File: src/design/md_pkg.sv
package md_pkg;

   // data words
   typedef logic [31:0] md_word_t;
   typedef logic [63:0] md_dword_t;  // full product

   typedef enum logic {
      MD_OP_MUL = 1'b0,
      MD_OP_DIV = 1'b1
   } md_op_e;

   // mul: hi/lo half of product; div: remainder/quotient
   typedef enum logic {
      MD_OUT_LO = 1'b0,
      MD_OUT_HI = 1'b1
   } md_sel_e;

   typedef struct packed {
      md_op_e   op;
      md_sel_e  out_sel;
      logic     in_1_signed;
      logic     in_2_signed;
      md_word_t in_1;  // multiplier / dividend
      md_word_t in_2;  // multiplicand / divisor
   } md_req_t;

   // radix-4 digits over the 36-bit extended multiplier
   localparam int MUL_DIGITS = 18;

   // two quotient bits per iteration
   localparam int DIV_STEPS = 16;

   localparam int MUL_DIGITS_PER_CYCLE_DEF = 6;

   // wide enough for the longest op
   localparam int MD_CNT_W = 5;

endpackage

File: src/design/booth_mul.sv
module booth_mul import md_pkg::*; #(
   parameter int mul_digits_per_cycle = MUL_DIGITS_PER_CYCLE_DEF
) (
   input  logic      clk,
   input  logic      load,
   input  logic      step,
   input  md_req_t   req,
   output md_dword_t product
);

   logic [35:0] mplier;       // consumed from the bottom
   logic        mplier_prev;  // bit below lowest digit
   logic [36:0] mplier_ext;
   logic [32:0] mcand;
   logic [4:0]  base;         // digit index of mplier[1:0]
   md_dword_t   acc;
   md_dword_t   acc_next;
   logic [2:0]  digit [mul_digits_per_cycle];
   logic [34:0] pp    [mul_digits_per_cycle];

   assign mplier_ext = {mplier, mplier_prev};

   for (genvar k = 0; k < mul_digits_per_cycle; k++) begin : g_pp
      assign digit[k] = mplier_ext[2*k+2 -: 3];  // overlapping triplet

      booth_pp u_pp (
         .digit        (digit[k]),
         .multiplicand (mcand),
         .pp           (pp[k])
      );
   end

   always_comb begin
      acc_next = acc;
      for (int k = 0; k < mul_digits_per_cycle; k++) begin
         acc_next = acc_next + ({{29{pp[k][34]}}, pp[k]} << (2 * (int'(base) + k)));
      end
   end

   always_ff @(posedge clk) begin
      if (load) begin
         mplier      <= {{4{req.in_1_signed & req.in_1[31]}}, req.in_1};
         mplier_prev <= 1'b0;
         mcand       <= {req.in_2_signed & req.in_2[31], req.in_2};
         acc         <= '0;
         base        <= '0;
      end else if (step) begin
         acc         <= acc_next;
         mplier_prev <= mplier[2*mul_digits_per_cycle-1];
         mplier      <= 36'($signed(mplier) >>> (2 * mul_digits_per_cycle));
         base        <= base + 5'(mul_digits_per_cycle);
      end
   end

   // the last step's sum is visible in its own cycle
   assign product = step ? acc_next : acc;

endmodule

File: src/design/booth_pp.sv
module booth_pp (
   input  logic [2:0]  digit,
   input  logic [32:0] multiplicand,
   output logic [34:0] pp
);

   logic [34:0] m_ext;

   assign m_ext = {{2{multiplicand[32]}}, multiplicand};  // room for x2 and negate

   // radix-4 recoding of {b[2k+1], b[2k], b[2k-1]}
   always_comb begin
      case (digit)
         3'b001, 3'b010: begin
            pp = m_ext;  // +1
         end
         3'b011: begin
            pp = m_ext << 1;  // +2
         end
         3'b100: begin
            pp = -(m_ext << 1);  // -2
         end
         3'b101, 3'b110: begin
            pp = -m_ext;  // -1
         end
         default: begin
            pp = '0;  // 000 and 111
         end
      endcase
   end

endmodule

File: src/design/div_iter.sv
module div_iter import md_pkg::*; (
   input  logic     clk,
   input  logic     load,
   input  logic     step,
   input  md_req_t  req,
   output md_word_t quotient,
   output md_word_t remainder
);

   logic [63:0] rq;       // {partial remainder, dividend / quotient bits}
   logic [63:0] rq_next;
   md_word_t    dvs;      // divisor magnitude
   logic        dvd_neg;
   logic        dvs_neg;

   // one restoring round: shift, trial subtract, keep if non-negative
   function automatic logic [63:0] div_round(logic [63:0] cur, md_word_t d);
      logic [32:0] trial;
      trial = cur[63:31] - {1'b0, d};
      if (!trial[32]) begin
         return {trial[31:0], cur[30:0], 1'b1};
      end
      return {cur[62:0], 1'b0};
   endfunction

   assign dvd_neg = req.in_1_signed & req.in_1[31];
   assign dvs_neg = req.in_2_signed & req.in_2[31];

   assign rq_next = div_round(div_round(rq, dvs), dvs);  // two bits per step

   always_ff @(posedge clk) begin
      if (load) begin
         rq[63:32] <= '0;
         if (dvd_neg) begin
            rq[31:0] <= -req.in_1;
         end else begin
            rq[31:0] <= req.in_1;
         end
         if (dvs_neg) begin
            dvs <= -req.in_2;
         end else begin
            dvs <= req.in_2;
         end
      end else if (step) begin
         rq <= rq_next;
      end
   end

   // zero divisor: every trial passes, so q is all ones and rem the dividend
   assign quotient  = step ? rq_next[31:0]  : rq[31:0];
   assign remainder = step ? rq_next[63:32] : rq[63:32];

endmodule

File: src/design/md_ctrl.sv
module md_ctrl import md_pkg::*; #(
   parameter int mul_digits_per_cycle = MUL_DIGITS_PER_CYCLE_DEF
) (
   input  logic    clk,
   input  logic    reset,
   input  logic    req_valid,
   input  md_req_t req,
   output logic    req_ready,
   output logic    resp_valid,
   output logic    load,
   output logic    step,
   output logic    finish,
   output md_req_t cur_req
);

   localparam int mul_steps = MUL_DIGITS / mul_digits_per_cycle;

   logic                busy;
   logic [MD_CNT_W-1:0] cnt;  // iterations left, incl. current

   assign req_ready = ~busy;
   assign load      = req_valid & req_ready;  // accept strobe
   assign step      = busy;
   assign finish    = busy & (cnt == MD_CNT_W'(1));

   always_ff @(posedge clk) begin
      if (reset) begin
         busy       <= 1'b0;
         cnt        <= '0;
         resp_valid <= 1'b0;
      end else begin
         resp_valid <= finish;  // result reg loads on the same edge
         if (load) begin
            busy <= 1'b1;
            if (req.op == MD_OP_DIV) begin
               cnt <= MD_CNT_W'(DIV_STEPS);
            end else begin
               cnt <= MD_CNT_W'(mul_steps);
            end
         end else if (step) begin
            cnt <= cnt - MD_CNT_W'(1);
            if (finish) begin
               busy <= 1'b0;  // ready again with resp_valid
            end
         end
      end
   end

   // request held for the fix-up and select stage
   always_ff @(posedge clk) begin
      if (load) begin
         cur_req <= req;
      end
   end

endmodule

File: src/design/md_result.sv
module md_result import md_pkg::*; (
   input  logic      clk,
   input  logic      finish,
   input  md_req_t   cur_req,
   input  md_dword_t product,
   input  md_word_t  quotient,
   input  md_word_t  remainder,
   output md_word_t  resp_result
);

   logic     dvd_neg;
   logic     dvs_neg;
   md_word_t q_fix;
   md_word_t r_fix;
   md_word_t sel;

   assign dvd_neg = cur_req.in_1_signed & cur_req.in_1[31];
   assign dvs_neg = cur_req.in_2_signed & cur_req.in_2[31];

   always_comb begin
      q_fix = (dvd_neg ^ dvs_neg) ? -quotient : quotient;
      r_fix = dvd_neg ? -remainder : remainder;  // remainder follows dividend
      if (cur_req.in_2 == '0) begin
         q_fix = '1;
         r_fix = cur_req.in_1;
      end
      if (cur_req.op == MD_OP_MUL) begin
         sel = (cur_req.out_sel == MD_OUT_HI) ? product[63:32] : product[31:0];
      end else begin
         sel = (cur_req.out_sel == MD_OUT_HI) ? r_fix : q_fix;
      end
   end

   always_ff @(posedge clk) begin
      if (finish) begin
         resp_result <= sel;  // held until next completion
      end
   end

endmodule

File: src/design/md_unit.sv
module md_unit import md_pkg::*; #(
   parameter int mul_digits_per_cycle = MUL_DIGITS_PER_CYCLE_DEF
) (
   input  logic     clk,
   input  logic     reset,
   input  logic     req_valid,
   input  md_req_t  req,
   output logic     req_ready,
   output logic     resp_valid,
   output md_word_t resp_result
);

   logic      load;
   logic      step;
   logic      finish;
   md_req_t   cur_req;
   md_dword_t product;
   md_word_t  quotient;
   md_word_t  remainder;

   md_ctrl #(.mul_digits_per_cycle(mul_digits_per_cycle)) u_ctrl (
      .clk        (clk),
      .reset      (reset),
      .req_valid  (req_valid),
      .req        (req),
      .req_ready  (req_ready),
      .resp_valid (resp_valid),
      .load       (load),
      .step       (step),
      .finish     (finish),
      .cur_req    (cur_req)
   );

   booth_mul #(.mul_digits_per_cycle(mul_digits_per_cycle)) u_mul (
      .clk     (clk),
      .load    (load),
      .step    (step),
      .req     (req),
      .product (product)
   );

   div_iter u_div (
      .clk       (clk),
      .load      (load),
      .step      (step),
      .req       (req),
      .quotient  (quotient),
      .remainder (remainder)
   );

   md_result u_result (
      .clk         (clk),
      .finish      (finish),
      .cur_req     (cur_req),
      .product     (product),
      .quotient    (quotient),
      .remainder   (remainder),
      .resp_result (resp_result)
   );

endmodule

File: config.mk
export PLATFORM = sky130hd
export DESIGN_NAME = md_unit
export DESIGN_NICKNAME = d
export VERILOG_FILES = /design/src/design/md_pkg.sv /design/src/design/booth_mul.sv /design/src/design/booth_pp.sv /design/src/design/div_iter.sv /design/src/design/md_ctrl.sv /design/src/design/md_result.sv /design/src/design/md_unit.sv
export SDC_FILE = /design/constraint.sdc
export NUM_CORES = 2
export LEC_CHECK = 0
export ABC_CLOCK_PERIOD_IN_PS = 10190
export BUFFER_PORTS_ARGS = -buffer_cell sky130_fd_sc_hd__buf_2
export CAP_MARGIN = 5
export CORE_MARGIN = 8
export CORE_UTILIZATION = 30
export DETAILED_ROUTE_END_ITERATION = 10
export GPL_TIMING_DRIVEN = 0
export HOLD_SLACK_MARGIN = 0.05
export PLACE_DENSITY_LB_ADDON = 0.05
export SETUP_SLACK_MARGIN = 0.2
export SLEW_MARGIN = 5
export SYNTH_ARGS = -nofsm -noshare
export SYNTH_HDL_FRONTEND = slang
export SYNTH_SLANG_ARGS = --single-unit
File: constraint.sdc
create_clock -name clk -period 10.19 [get_ports clk]
set_clock_uncertainty 0.2 [all_clocks]
set_input_delay 0 -clock clk [delete_from_list [all_inputs] [get_ports clk]]
set_output_delay 0 -clock clk [all_outputs]
set_load 0.005 [all_outputs]
==> out/results.tsv <==
stage	metric	value	unit
global_routing	antenna_found_initial	23	
floorplanning	initial_core_util	0.301	
job	cap_violations	6	
yosys	syn-num-nets	7273	
routing	vias	60500	
yosys	synth_area_leaders	fa_1, edfxtp_1, nor2_1, nand2_1, a21oi_1	
yosys	synthesis.area	0.0495	mm2
routing	routed_wl	382	mm
place	dpl.cell_count	9069	
finish	instances_no_fill	9543	
finish	area_delta_synth_final	27.7	%
worst_hold_path	hold_path.class	in2reg	
timing	max-slew-margin-rel	-0.0861	
worst_setup_path	path_max_fanout	10	
yosys	synth_cell_types	95	
worst_setup_path	crit_required	10.31	ns
clock_tree	htreeDepth	2	
timing	timing.final.crit_share	1.03	
routing	dr.pass1.iters	7	
floorplanning	die_x	422	um
clock_tree	root_buffer	clkbuf_16	
place	io_buffers	104	
yosys	synth_flop_cell	edfxtp_1	
global_routing	grt-ovfl-total	0	
worst_setup_path	critical_path_class	reg2reg	
yosys	yosysTopAreaCell	fa_1	
routing	drt-initial-drc-count	8053	
floorplanning	rows	149	
routing	ant_nets	0	
global_routing	gr-max-usage-layer	met2	
floorplanning	die-area	0.178	mm2
finish	drive_gt1_frac	0.207	
timing	max_freq	94.9	MHz
worst_setup_path	cp.arrival	10.65	ns
routing	vias_per_cell	6.34	
yosys	ys_ff_latch	306	
timing	layout_min_cycle_time	10.54	ns
yosys	netlist_top_cells_count	nor2_1, nand2_1, a21oi_1, o21ai_0, inv_1	
global_routing	grt_usage	0.406	
worst_setup_path	cp-start-kind	flop	
clock_tree	numCtsBuffers	36	
global_routing	grt_use_met1	0.513	
timing	setup_tns	-2.52	ns
timing	tightest_slew	1.63	ns
place	place_ws	-5.46	ns
floorplanning	core_area	0.164	mm2
clock_tree	clk_path_buf_depth	3	
clock_tree	cts_sinks	306	
finish	fillCellCount	17500	
finish	fin_nets	7844	
yosys	synth_edf_count	198	
yosys	syn_avg_cell_area	7.34	um2
finish	postLayoutCellArea	0.0632	mm2
timing	drv_slew	66	
global_routing	grt_max_degree	64	
global_routing	grt_use_met2	0.609	
outcome	outcome	complete, but fails checks	
place	placed_cell_area	0.0533	mm2
floorplanning	ios	105	
place	dp.final_hpwl	307	mm
routing	drc	0	
timing	setup_slack	-0.345	ns
floorplanning	die_h	422	um
yosys	synth.top_cell.area_share	0.125	
timing	grt_setup_unrepaired	true	
global_routing	grt_pass1_wl	507	mm
routing	wl_per_cell	40.0	um
clock_tree	clkTransAtPathRegs	0.08	ns
yosys	synthCells	6750	
clock_tree	cts_tree	yes	
timing	final-setup-viol-count	15	
worst_setup_path	slowest_stage	fa_1	
clock_tree	insertion_delay	0.59	ns
outcome	violations	capacitance limit, slew limit, setup timing	
yosys	yosys_warnings	0	
worst_setup_path	end_kind	flop	
global_routing	use_met3	0.105	
worst_setup_path	critPathMaxStageDelay	0.58	ns
timing	finalHoldViolCount	0	
place	gp_congestion	1.07	
yosys	post-synth-top-count-cell	nor2_1	
global_routing	grt_pass1_vias	57500	
yosys	ys_seq_area_frac	0.164	
yosys	async_reset_ff_frac	0	
[final timing paths]
| path | from | end | slack (ns) | cells after the start |
|---|---|---|---|---|
| max | u_ctrl.cur_req[21] | u_result.resp_result[26] | -0.35 | 36 |
| max reg2reg | u_ctrl.cur_req[21] | u_result.resp_result[26] | -0.35 | 36 |
| min reg2reg | u_ctrl.cnt[2] | u_ctrl.cnt[2] | 0.31 | 2 |
| min | req[55] | u_ctrl.cur_req[55] | 0.09 | 2 |
[per-layer routing]
metal,part of all wire,up-vias
met4,0.089,8
met5,0.00020,-
met1,0.40,30300
met2,0.42,4018
li1,-,25000
met3,0.10,1114
[cell type report]
class                           instances  area, um2  share of cell area
Buffer                                514       2700              0.0427
Timing Repair Buffer                  534       4520              0.0714
Tap cell                             2189       2740              0.0433
Antenna cell                            6       15.0            0.000237
Clock inverter                         20        201             0.00319
Sequential cell                       306       8110               0.128
Inverter                              431       1630              0.0258
Multi-Input combinational cell       5498      42400               0.670
Clock buffer                           45        955              0.0151
[critical path, delay by kind of cell, from the launching register on]
kind	cells	cell delay, ns
AOI/OAI and AO/OA	16	3.57
adders and majority gates	5	2.35
and+or+nand+nor	7	2.30
muxes	1	0.38
DFF	1	0.38
buffers and inverters	7	1.05
[placed cells by master (no fill, tap or decap), types with 173 or more instances in the layout]
cell type / count
nor2_1: 813
nand2_1: 792
a21oi_1: 455
inv_1: 406
o21ai_0: 395
buf_4: 263
clkbuf_1: 253
fa_1: 250
xnor2_1: 236
edfxtp_1: 198
mux2i_1: 173
[flip-flops by register name (all words and copies together), names as in the netlist, 4 cells and up]
name	cells
u_ctrl.cur_req	67
u_mul.acc	64
u_div.rq	64
u_mul.mplier	34
u_result.resp_result	32
u_mul.base	4
u_div.dvs	31
u_ctrl.cnt	5
[cells by family after synthesis]
kind of cell               after synthesis  synth area share
and+or+nand+nor                       2227             0.193
AOI/OAI and AO/OA                     2084             0.268
buffers and inverters                  946            0.0726
adders and majority gates              453             0.161
xor gates and xnor gates               389            0.0691
muxes                                  345            0.0731
DFF                                    306             0.164
[through the flow]
| step | hold slack (ns) | util |
|---|---|---|
| after global routing | 0.0729 | 0.384 |
| after global placement | -0.0198 | 0.321 |
| after CTS | 0.0511 | 0.372 |
| after floorplan | -0.131 | - |
| final | 0.0873 | 0.384 |
| after detailed placement | -0.0120 | 0.324 |
[timing repair]
item,CTS,global route
buffers inserted,202,74
pin swaps,141,127
resized for setup,993,426
endpoints found under the hold margin,175,0
hold buffers,128,0
endpoints found under the setup margin,124,55
cloned,0,0
Power is not shown: default switching activity piles up to over one toggle a cycle in this logic, so the estimate is an artifact.
